$ cat src/design/main_cfg.svh
`ifndef MAIN_CFG_SVH
`define MAIN_CFG_SVH

// CPU bus widths
`define MAIN_AW      16     // Low address, upper bank byte travels apart
`define MAIN_DW      8      // Data bus

// 18-bit ROM space, bank windows included
`define MAIN_ROM_AW  18

// Cabinet inputs
`define MAIN_JOY_W   7      // Per player, buttons and directions

`endif
$ cat src/design/main_pkg.sv
`default_nettype none

package main_pkg;

    // Board variant, picked at run time from the top level
    typedef enum logic {
        ALIENS  = 1'b0,
        SCONTRA = 1'b1
    } board_t;

    // One bit per device on the main bus
    typedef struct packed {
        logic rom;
        logic ram;
        logic io;       // Cabinet ports and board latches
        logic pal;
        logic tile;     // Tile system chip
        logic obj;      // Object system chip
    } chip_sel_t;

endpackage

`default_nettype wire

$ cat src/design/cpu_bus_if.sv
`default_nettype none

`include "main_cfg.svh"

interface cpu_bus_if;

    logic [`MAIN_AW-1:0] addr;
    logic [7:0]          aupper;    // Bank byte above the 16-bit address
    logic [`MAIN_DW-1:0] dout;      // CPU write data
    logic                we;        // Level, held with the address
    logic                cen;       // CPU clock enable

    // Address decoder only looks at the address lines
    modport decoder (
        input addr,
        input aupper
    );

    // Register block
    modport regs (
        input addr,
        input dout,
        input we,
        input cen
    );

endinterface

`default_nettype wire

$ cat src/design/main_board.sv
`default_nettype none

`include "main_cfg.svh"

module main_board (
    input  logic                    clk,
    input  logic                    rst,
    input  logic                    rst8,       // Video side reset
    input  main_pkg::board_t        board,
    // CPU bus
    input  logic                    cpu_cen,
    input  logic [`MAIN_AW-1:0]     cpu_addr,
    input  logic [7:0]              cpu_aupper,
    input  logic [`MAIN_DW-1:0]     cpu_dout,
    input  logic                    cpu_we,
    output logic [`MAIN_DW-1:0]     cpu_din,
    output logic                    dtack,
    // ROM
    output logic [`MAIN_ROM_AW-1:0] rom_addr,
    output logic                    rom_cs,
    input  logic [`MAIN_DW-1:0]     rom_data,
    input  logic                    rom_ok,
    // Work RAM and palette
    output logic                    ram_we,
    input  logic [`MAIN_DW-1:0]     ram_dout,
    output logic                    pal_we,
    input  logic [`MAIN_DW-1:0]     pal_dout,
    // Video chips
    output logic                    tilesys_cs,
    input  logic [`MAIN_DW-1:0]     tilesys_dout,
    output logic                    objsys_cs,
    input  logic [`MAIN_DW-1:0]     objsys_dout,
    output logic                    init,
    output logic                    rmrd,
    output logic [1:0]              prio,
    // Sound
    output logic                    snd_irq,
    output logic [`MAIN_DW-1:0]     snd_latch,
    // Cabinet
    input  logic [3:0]              coin,
    input  logic [3:0]              cab_1p,
    input  logic [`MAIN_JOY_W-1:0]  joystick1,
    input  logic [`MAIN_JOY_W-1:0]  joystick2,
    input  logic                    service,
    input  logic [19:0]             dipsw
);
    import main_pkg::*;

    chip_sel_t           sel;
    logic                rst_cmb;
    logic                work;
    logic [3:0]          bank;
    logic [`MAIN_DW-1:0] port_in;

    cpu_bus_if bus ();

    assign bus.addr   = cpu_addr;
    assign bus.aupper = cpu_aupper;
    assign bus.dout   = cpu_dout;
    assign bus.we     = cpu_we;
    assign bus.cen    = cpu_cen;

    // Either reset source holds the CPU bus, one clock late
    always_ff @(posedge clk, posedge rst) begin
        if (rst) begin
            rst_cmb <= 1'b1;
        end else begin
            rst_cmb <= rst8;
        end
    end

    addr_decode u_decode (
        .bus      (bus),
        .board    (board),
        .init     (init),
        .rmrd     (rmrd),
        .work     (work),
        .bank     (bank),
        .bus_rst  (rst_cmb),
        .sel      (sel),
        .rom_addr (rom_addr)
    );

    io_regs u_regs (
        .clk       (clk),
        .rst       (rst),
        .bus       (bus),
        .board     (board),
        .sel       (sel),
        .coin      (coin),
        .cab_1p    (cab_1p),
        .joystick1 (joystick1),
        .joystick2 (joystick2),
        .service   (service),
        .dipsw     (dipsw),
        .init      (init),
        .rmrd      (rmrd),
        .work      (work),
        .prio      (prio),
        .bank      (bank),
        .snd_latch (snd_latch),
        .snd_irq   (snd_irq),
        .port_in   (port_in)
    );

    read_mux u_mux (
        .sel          (sel),
        .rom_data     (rom_data),
        .ram_dout     (ram_dout),
        .port_in      (port_in),
        .pal_dout     (pal_dout),
        .tilesys_dout (tilesys_dout),
        .objsys_dout  (objsys_dout),
        .cpu_din      (cpu_din)
    );

    assign rom_cs     = sel.rom;
    assign tilesys_cs = sel.tile;
    assign objsys_cs  = sel.obj;
    assign ram_we     = sel.ram & cpu_we;
    assign pal_we     = sel.pal & cpu_we;
    assign dtack      = ~rom_cs | rom_ok;   // Wait only on a pending ROM fetch

endmodule

`default_nettype wire

$ cat src/design/read_mux.sv
`default_nettype none

`include "main_cfg.svh"

module read_mux (
    input  main_pkg::chip_sel_t  sel,
    input  logic [`MAIN_DW-1:0]  rom_data,
    input  logic [`MAIN_DW-1:0]  ram_dout,
    input  logic [`MAIN_DW-1:0]  port_in,
    input  logic [`MAIN_DW-1:0]  pal_dout,
    input  logic [`MAIN_DW-1:0]  tilesys_dout,
    input  logic [`MAIN_DW-1:0]  objsys_dout,
    output logic [`MAIN_DW-1:0]  cpu_din
);

    // Fixed priority. On Aliens io sits inside the tile range,
    // so it has to win over tile
    always_comb begin
        if (sel.rom) begin
            cpu_din = rom_data;
        end else if (sel.ram) begin
            cpu_din = ram_dout;
        end else if (sel.io) begin
            cpu_din = port_in;
        end else if (sel.pal) begin
            cpu_din = pal_dout;
        end else if (sel.tile) begin
            cpu_din = tilesys_dout;
        end else if (sel.obj) begin
            cpu_din = objsys_dout;
        end else begin
            cpu_din = 8'hff;        // Open bus
        end
    end

endmodule

`default_nettype wire

$ cat src/design/io_regs.sv
`default_nettype none

`include "main_cfg.svh"

module io_regs (
    input  logic                    clk,
    input  logic                    rst,
    cpu_bus_if.regs                 bus,
    input  main_pkg::board_t        board,
    input  main_pkg::chip_sel_t     sel,
    input  logic [3:0]              coin,
    input  logic [3:0]              cab_1p,
    input  logic [`MAIN_JOY_W-1:0]  joystick1,
    input  logic [`MAIN_JOY_W-1:0]  joystick2,
    input  logic                    service,
    input  logic [19:0]             dipsw,
    output logic                    init,
    output logic                    rmrd,
    output logic                    work,
    output logic [1:0]              prio,
    output logic [3:0]              bank,
    output logic [`MAIN_DW-1:0]     snd_latch,
    output logic                    snd_irq,
    output logic [`MAIN_DW-1:0]     port_in
);
    import main_pkg::*;

    // Super Contra register groups, picked by A4..A2
    typedef enum logic [2:0] {
        SC_CTRL  = 3'd0,
        SC_SND   = 3'd1,
        SC_IRQ   = 3'd2,
        SC_WDOG  = 3'd3,
        SC_INPUT = 3'd4,
        SC_DIPSW = 3'd5,
        SC_RMRD  = 3'd6,
        SC_INIT  = 3'd7
    } sc_reg_e;

    sc_reg_e             sc_grp;
    logic [`MAIN_DW-1:0] al_rd;
    logic [`MAIN_DW-1:0] sc_rd;

    assign sc_grp = sc_reg_e'(bus.addr[4:2]);

    // Aliens input ports
    always_comb begin
        case (bus.addr[3:0])
            4'h0:    al_rd = {3'b111, service, dipsw[19:16]};
            4'h1:    al_rd = {cab_1p[0], coin[0], joystick1[5:0]};
            4'h2:    al_rd = {cab_1p[1], coin[1], joystick2[5:0]};
            4'h3:    al_rd = dipsw[15:8];
            4'h4:    al_rd = dipsw[7:0];
            default: al_rd = 8'hff;
        endcase
    end

    // Super Contra input ports
    always_comb begin
        sc_rd = 8'hff;
        if (sc_grp == SC_INPUT) begin
            case (bus.addr[1:0])
                2'd0: sc_rd = {3'b111, cab_1p[1:0], service, coin[1:0]};
                2'd1: sc_rd = {2'b11, joystick1[5:0]};
                2'd2: sc_rd = {2'b11, joystick2[5:0]};
                2'd3: sc_rd = {2'b11, joystick1[6], joystick2[6], dipsw[19:16]};
            endcase
        end else if (sc_grp == SC_DIPSW) begin
            sc_rd = bus.addr[0] ? dipsw[15:8] : dipsw[7:0];
        end
    end

    always_ff @(posedge clk, posedge rst) begin
        if (rst) begin
            init      <= 1'b0;
            rmrd      <= 1'b0;
            work      <= 1'b0;
            prio      <= 2'b00;
            bank      <= 4'h0;
            snd_latch <= '0;
            snd_irq   <= 1'b0;
            port_in   <= '0;
        end else begin
            // Sound CPU sees a pulse, gone at the next CPU cycle
            if (bus.cen) snd_irq <= 1'b0;

            if (sel.io && board == ALIENS) begin
                if (bus.we) begin
                    case (bus.addr[3:0])
                        4'h8: {init, rmrd, work} <= bus.dout[7:5];  // Low bits drive coin counters
                        4'hc: begin
                            snd_latch <= bus.dout;
                            snd_irq   <= 1'b1;
                        end
                        default: ;
                    endcase
                end else begin
                    port_in <= al_rd;
                end
            end

            // No write strobe on this board, any access hits the latch
            if (sel.io && board == SCONTRA && !bus.addr[5]) begin
                case (sc_grp)
                    SC_CTRL: begin
                        prio         <= {1'b0, bus.dout[7]};
                        {work, bank} <= bus.dout[4:0];
                    end
                    SC_SND:             snd_latch <= bus.dout;
                    SC_IRQ:             snd_irq   <= 1'b1;
                    SC_INPUT, SC_DIPSW: port_in   <= sc_rd;
                    SC_RMRD:            rmrd      <= bus.dout[0];
                    SC_INIT:            init      <= bus.dout[0];
                    default: ;          // Watchdog
                endcase
            end
        end
    end

endmodule

`default_nettype wire

$ cat src/design/addr_decode.sv
`default_nettype none

`include "main_cfg.svh"

module addr_decode (
    cpu_bus_if.decoder                bus,
    input  main_pkg::board_t          board,
    input  logic                      init,
    input  logic                      rmrd,
    input  logic                      work,
    input  logic [3:0]                bank,
    input  logic                      bus_rst,
    output main_pkg::chip_sel_t       sel,
    output logic [`MAIN_ROM_AW-1:0]   rom_addr
);
    import main_pkg::*;

    logic [`MAIN_AW-1:0]     a;
    logic [7:0]              aupper;
    chip_sel_t               al_sel;
    chip_sel_t               sc_sel;
    logic                    al_banked;
    logic                    sc_banked;
    logic                    banked;
    logic [`MAIN_ROM_AW-1:0] al_rom;
    logic [`MAIN_ROM_AW-1:0] sc_rom;
    logic                    sc_hi;

    assign a      = bus.addr;
    assign aupper = bus.aupper;

    // Aliens map
    always_comb begin
        al_sel    = '0;
        al_banked = a[15:13] == 3'b001;                 // Window at 2000
        al_sel.rom = a[15] || al_banked;

        // Lowest 1kB swaps between work RAM and palette
        al_sel.ram = a[15:13] == 3'b000 && (a[12:10] != 3'b000 || !work);
        al_sel.pal = a[15:10] == 6'b000000 && work;

        al_sel.io  = a[15:5] == 11'h2fc;                // 5F80 to 5F9F
        al_sel.obj = a[15:11] == 5'b01111 && a[10] && init && !rmrd;

        // With init low the tile chip owns the whole 4000 block
        al_sel.tile = a[15:14] == 2'b01 &&
                      (!init || (!al_sel.io && !al_sel.obj));
    end

    // Super Contra map
    always_comb begin
        sc_sel    = '0;
        sc_banked = a[15:13] == 3'b011 && init;         // Window at 6000
        sc_sel.rom = a[15] || sc_banked;

        sc_sel.pal = a[15:11] == 5'b01011 && !work;     // 5800 to 5FFF
        sc_sel.ram = a[15:13] == 3'b010 && !sc_sel.pal;

        sc_sel.io  = a[15:7] == 9'h03f;                 // 1F80 to 1FFF
        sc_sel.obj = a[15:10] == 6'b001111 && !rmrd;

        // Low 16kB goes to the tile chip unless io or obj claim it
        sc_sel.tile = (a[15:14] == 2'b00 && !sc_sel.io && !sc_sel.obj) ||
                      (a[15:13] == 3'b011 && !init);
    end

    always_comb begin
        case (board)
            SCONTRA: begin
                sel    = sc_sel;
                banked = sc_banked;
            end
            default: begin
                sel    = al_sel;
                banked = al_banked;
            end
        endcase
        // No ROM access while the CPU is held in reset
        if (bus_rst) begin
            sel.rom = 1'b0;
        end
    end

    // Aliens takes the bank straight from the upper address byte
    assign al_rom = banked ? {aupper[4:0], a[12:0]} : {2'b10, a};

    // Super Contra bank comes from the board latch
    assign sc_hi = banked && bank[3];

    always_comb begin
        sc_rom[17]    = 1'b0;
        sc_rom[16]    = sc_hi;
        sc_rom[15]    = sc_hi ? bank[2] : a[15];
        sc_rom[14:13] = banked ? bank[1:0] : a[14:13];
        sc_rom[12:0]  = a[12:0];
    end

    always_comb begin
        rom_addr = (board == SCONTRA) ? sc_rom : al_rom;
        // Video chips share the low address lines
        if (!sel.rom) begin
            rom_addr[15:0] = a;
        end
    end

endmodule

`default_nettype wire

$ cat config.mk
export PLATFORM = sky130hd
export DESIGN_NAME = main_board
export DESIGN_NICKNAME = d
export VERILOG_FILES = /design/src/design/main_pkg.sv /design/src/design/cpu_bus_if.sv /design/src/design/main_board.sv /design/src/design/read_mux.sv /design/src/design/io_regs.sv /design/src/design/addr_decode.sv
export VERILOG_INCLUDE_DIRS = /design/src /design/src/design
export SDC_FILE = /design/constraint.sdc
export NUM_CORES = 1
export LEC_CHECK = 0
export ABC_AREA = 1
export BUFFER_PORTS_ARGS = -buffer_cell sky130_fd_sc_hd__buf_2
export CORE_MARGIN = 2
export CORE_UTILIZATION = 40
export DETAILED_ROUTE_END_ITERATION = 7
export PLACE_DENSITY_LB_ADDON = 0.25
export SYNTH_ARGS = -nofsm -noshare
export SYNTH_HDL_FRONTEND = slang
export SYNTH_SLANG_ARGS = --single-unit
export TNS_END_PERCENT = 20
$ cat constraint.sdc
create_clock -name clk -period 2.04 [get_ports clk]
set_clock_uncertainty 0.1 [all_clocks]
set_input_delay 0.204 -clock clk [delete_from_list [all_inputs] [get_ports clk]]
set_output_delay 0.204 -clock clk [all_outputs]
set_load 0.05 [all_outputs]
* Word level (Yosys, flattened, before mapping)
Index checks and enable logic that the tools add are counted.
** Storage, ports and cells
- Bits in registers :: 26
- Input bits :: 122
- Output and inout port bits :: 45
- Word-level logic and storage cells :: 128
** Operators by class
- Eq/ne operators :: 24
- Multiplexer cells :: 49
- Bitwise gates (word level) :: 5
- Reductions and logical operators :: 41
** Operators with widths (number)
- $mux W8 :: 18
- $pmux W8 S5 :: 1
- $mux W18 :: 2
- $pmux W8 S4 :: 1
- $mux W1 :: 24
- $logic_and A1 B1 Y1 :: 18
- $mux W16 :: 1
- $eq A3 B3 Y1 const B :: 4
- $eq A11 B10 Y1 const B :: 1
- $eq A5 B4 Y1 const B :: 2
- $eq A3 B2 Y1 const B :: 3
- $eq A9 B6 Y1 const B :: 1
- $logic_not A1 Y1 :: 9
- $eq A4 B2 Y1 const B :: 2
- $eq A4 B4 Y1 const B :: 2
- $eq A3 B1 Y1 const B :: 2
- $eq A6 B4 Y1 const B :: 1
- $logic_not A3 Y1 :: 2
- $logic_not A6 Y1 :: 1
- $mux W6 :: 1
- $logic_or A1 B1 Y1 :: 5
- $eq A2 B1 Y1 const B :: 2
- $eq A2 B2 Y1 const B :: 2
- $eq A4 B1 Y1 const B :: 1
- other kinds (10) :: 13

* Depth between registers and ports, before layout
- Depth in word-level cells :: 15
- Mapped depth :: 13
- Mapped depth without buffers :: 13

* Cells and area by module
Synthesis repeated with hierarchy kept, for this count alone.
** Unflattened totals
- Cells, all modules :: 533
- Area, all modules :: 3036.7 µm²
** Modules (own cells, without submodules)
- io_regs :: instances 1, cells an instance 308, area each 1930.6 µm²
- read_mux :: instances 1, cells an instance 131, area each 571.8 µm²
- addr_decode :: instances 1, cells an instance 86, area each 481.7 µm²
- main_board :: instances 1, cells an instance 8, area each 52.6 µm²

* Least setup slack after synthesis
Ideal clock, no wire load.
- Kind :: register -> output
- Start :: register u_regs.init
- End :: output port rom_addr[15]
- Arrival :: 2558 ps
- Setup slack :: -822 ps
- Stages on the path, launching flop included :: 8
- Cell sequence :: dfrtp_1 > nand3_1 > nor2_1 > nor2_2 > inv_1 > o21ai_2 > inv_1 > a31oi_1
** RTL lines
- start: declaration :: line io_regs.sv:17 : output logic init,
- start signal: assignment :: line io_regs.sv:90 : 4'h8: {init, rmrd, work} <= bus.dout[7:5];
- start signal: assignment :: line io_regs.sv:113 : SC_INIT: init <= bus.dout[0];
- $logic_and A1 B1 Y1 :: line addr_decode.sv:53 : sc_banked = a[15:13] == 3'b011 && init;
- $logic_or A1 B1 Y1 :: line addr_decode.sv:54 : sc_sel.rom = a[15] || sc_banked;
- $mux W6 :: line addr_decode.sv:68 : case (board)
- $mux W1 :: line addr_decode.sv:79 : if (bus_rst) begin
- named net rom_cs :: line main_board.sv:20 : output logic rom_cs,
- $mux W16 :: line addr_decode.sv:101 : if (!sel.rom) begin
- end: declaration :: line main_board.sv:19 : output logic [`MAIN_ROM_AW-1:0] rom_addr,
The timed path passes the listed nets, and every way through them passes these cells.

* Worst setup path after layout
- Start :: register u_regs.init
- End :: output port cpu_din[0]
** On the way
- Longest elaborated chain between the ends :: 12
** RTL lines
- $logic_and A1 B1 Y1 (2 in series) :: line addr_decode.sv:43 : al_sel.obj = a[15:11] == 5'b01111 && a[10] && init && !rmrd;
- $logic_not A1 Y1 :: line addr_decode.sv:47 : (!init || (!al_sel.io && !al_sel.obj));
- $logic_and A1 B1 Y1 :: line addr_decode.sv:47
- $logic_or A1 B1 Y1 :: line addr_decode.sv:47
- $logic_and A1 B1 Y1 :: line addr_decode.sv:46 : al_sel.tile = a[15:14] == 2'b01 &&
- $mux W6 * :: line addr_decode.sv:68
- $mux W8 :: line read_mux.sv:27 : end else if (sel.tile) begin
- $mux W8 :: line read_mux.sv:25 : end else if (sel.pal) begin
- $mux W8 :: line read_mux.sv:23 : end else if (sel.io) begin
- $mux W8 :: line read_mux.sv:21 : end else if (sel.ram) begin
- $mux W8 * :: line read_mux.sv:19 : if (sel.rom) begin
- end: declaration :: line main_board.sv:16 : output logic [`MAIN_DW-1:0] cpu_din,
Mark *: on every way between the ends. The rest lies on a longest branch, timed or not.

==> key figures <==
Outcome
  – Status: finished with violations
  – Failing checks: negative setup slack

Route
  – 1st-pass router iterations: 6
  – Initial DRC count: 109
  – Drt drc: 0
  – Final ANT Viol Nets: 0
  – Vias: 3691
  – Routed WL: 9870 µm
  – Routed vias/inst: 4.91
  – Routed len/inst: 13.1 µm

Final layout
  – # nets final: 778
  – Layout fillers: 675
  – Fraction of layout cells with a size suffix above 1: 42.1%
  – Diodes inserted: 0
  – Synth-to-Final Area Change: 50.2%
  – Post-Layout Cell Count: 751

Worst setup path
  – Crit Path Class: reg2out
  – CP Max Fanout: 8
  – Reg-to-reg slack, setup: 0.90 ns
  – Arrival time at the worst endpoint: 1.89 ns
  – Reg2Reg Capture Point: u_regs.rmrd$_DFF_PP0_
  – CP required: 1.74 ns
  – FF-to-FF path depth: 6
  – Worst setup EP type: output pin
  – R2R Path Start: u_regs.rmrd$_DFF_PP0_
  – CP startpoint kind: flip-flop

Floorplan
  – Die width: 88.4 µm
  – Starting Density: 41.7%
  – Core Region: 6830 µm²
  – Core Rows: 30
  – Full die area: 7810 µm²
  – Die Ht: 88.4 µm
  – Num ports: 167

Timing
  – Pins Over Slew Limit: 0
  – RSZ-0062 raised after global routing: true
  – Setup TNS: -1.12 ns
  – Slew @ Worst Pin: 0.699 ns
  – Final setup margin: -0.153 ns
  – Minimum clock period: 2.19 ns
  – Final hold violation count: 0
  – Slew headroom: 53.4%
  – Final Cycle Share: 107%
  – F_max: 0.456 GHz
  – Count of final setup violators: 9

Synth
  – Top_reg_cell synth: dfrtp_1
  – Register area share after synthesis: 22.9%
  – Syn Area/Cell: 6.05 µm²
  – Number of synthesized flops with an enable pin: 0
  – Cells after Synth: 471
  – Distinct cells, synth: 45
  – Synth warn: 0
  – Mapped Area: 2850 µm²
  – Mapped Nets: 593
  – Yosys reg bits: 26
  – Async S/R FF share, synth: 100%

Min path
  – HP Class: in2reg
  – HP Start: cpu_cen
  – Hold path depth: 2
  – Hold EP: u_regs.snd_irq$_DFF_PP0_

CTS
  – CTS buffer count: 3
  – Sink Count: 26
  – H-tree levels: 1
  – Clk_lat worst skew: 0.28 ns
  – Clk slew on worst S/H paths: 0.10 ns
  – CTS tree: done
  – Root Driver: clkbuf_8
  – Maximum clock insertion buffer count: 2

Power and ir drop
  – Pwr per Cell Area: 398 nW/µm²
  – Worst vdd ir: 0.246 mV
  – Leakage power: 0.00237 µW

Global routing
  – Vias in the first global route: 3446
  – Antenna violations before repair: 0
  – First-pass GRT wire length: 15300 µm
  – Gr ovfl total: 0
  – Largest net degree at the start of global routing: 20
  – GRT Overall Usage: 24.1%

Placement
  – Final HPWL from detailed placement: 7920 µm
  – Input/output buffers: 158
  – GPL Wtd Cong: 0.893
  – Cells after DPL: 743

Job
  – Max cap viols: 0
how the worst max path moves through the flow:
stage	start	to	slack, ns	depth (start not counted)
floorplan	u_regs.init$_DFF_PP0_	rom_addr[15]	-0.23	7
global placement	u_regs.rmrd$_DFF_PP0_	cpu_din[2]	-0.003	14
detailed placement	cpu_addr[14]	cpu_din[3]	-0.04	13
CTS	u_regs.rmrd$_DFF_PP0_	cpu_din[4]	-0.14	14
global route	u_regs.rmrd$_DFF_PP0_	cpu_din[0]	-0.26	14
finish	u_regs.init$_DFF_PP0_	cpu_din[0]	-0.15	9
registers in the layout, summed over array words and instances, names as in the netlist:
signal / count
u_regs.port_in: 8
u_regs.snd_latch: 8
u_regs.bank: 4
rst_cmb: 1
u_regs.init: 1
u_regs.prio: 1
u_regs.rmrd: 1
u_regs.snd_irq: 1
u_regs.work: 1
through the flow:
| step | cell area, µm² | utilization [%] | hold slack (ns) | setup slack, ns | power, µW |
|---|---|---|---|---|---|
| floorplan | 2980 | - | 0.108 | -0.227 | 975 |
| global placement | 4030 | 59.0 | 0.211 | -0.00317 | 1210 |
| detailed placement | 4030 | 59.0 | 0.210 | -0.0358 | 1220 |
| CTS | 4210 | 61.7 | 0.0608 | -0.142 | 1690 |
| global route | 4280 | 62.7 | 0.0644 | -0.259 | 1790 |
| finish | 4280 | 62.7 | 0.0560 | -0.153 | 1700 |
final cells by class:
class / count / area (µm²) / area share [%]
multi-input cells: 347 / 1960 / 45.7
repair buffers: 199 / 1170 / 27.4
flip-flops and latches: 26 / 654 / 15.3
inverters: 79 / 302 / 7.04
well taps: 96 / 120 / 2.81
clock buffers: 3 / 41.3 / 0.965
clock inverters: 1 / 30.0 / 0.702
metal layers:
metal | track usage, % | vias up | part of all wire, %
met5 | 0 | - | 0
met2 | 41.7 | 165 | 47
li1 | - | 1889 | -
met1 | 32.7 | 1628 | 46
met3 | 1.96 | 9 | 6.8
met4 | 5.51 | 0 | 0.92
cell families (layout without fill, tap and decap cells):
logic type,count (synthesis),count (layout),synth area share (%)
simple gates,236,237,37.9
flops,26,26,22.9
buf+inv,99,282,15.6
other cells,1,1,0.132
compound gates,109,109,23.5
cells in the mapped netlist (4+ instances only):
master	instances	area share [%]
a21oi_1	45	7.9
buf_4	14	3.7
dfrtp_1	25	22
inv_1	72	9.5
inv_2	5	0.66
nand2_1	130	17
nand2_2	7	1.5
nand3_1	19	3.3
nand3b_1	8	2.1
nor2_1	48	6.3
nor2_2	4	0.88
nor2_4	5	2.0
nor3_1	4	0.70
o211ai_1	6	1.6
o21ai_0	28	4.9
o221ai_1	4	1.2
power by group:
group	leakage [µW]	total [µW]	internal [µW]	switching [µW]
Clock	0.0000357	432	263	169
Sequential	0.000330	523	520	2.93
Combinational	0.00200	749	278	471
Total	0.00237	1700	1060	643
critical path, cell delays in order (launching register included):
cell and delay [ns]:
dfrtp_2 0.43, nand3_2 0.10, nor2_1 0.05, nor2_2 0.20
inv_2 0.08, o21ai_4 0.17, buf_4 0.20, nor2_1 0.08
a21oi_4 0.14, buf_8 0.16
timing repair:
item | 4_1_cts | 5_1_grt
pin swaps | 5 | 6
endpoints found under the hold margin | 18 | 0
cloned | 0 | 1
hold buffers | 2 | 0
gates resized for setup | 32 | 18
setup endpoints to repair | 9 | 12
setup buffers | 0 | 1
cell usage in the layout, fill, tap and decap left out, drive strengths merged:
cell type	Yosys	routed
nor3	6	6
a221oi	1	1
o221ai	4	4
bufinv	0	1
nand3	20	20
clkinv	2	2
a31oi	3	3
or2	3	3
o31ai	1	1
clkbuf	0	5
a41oi	1	1
nand2	138	139
nor2	57	57
a22o	2	2
buf	20	195
nand3b	8	8
inv	77	76
o22ai	2	2
o21ai	34	34
dfstp	1	1
a211oi	1	1
a21oi	47	47
dfrtp	25	25
clkinvlp	0	1
o21a	1	1
conb	1	1
a22oi	3	3
dlygate4sd3	0	2
nand4	3	3
o2111ai	3	3
nor4	1	1
o211ai	6	6
Power figures use the tool's default switching activity.
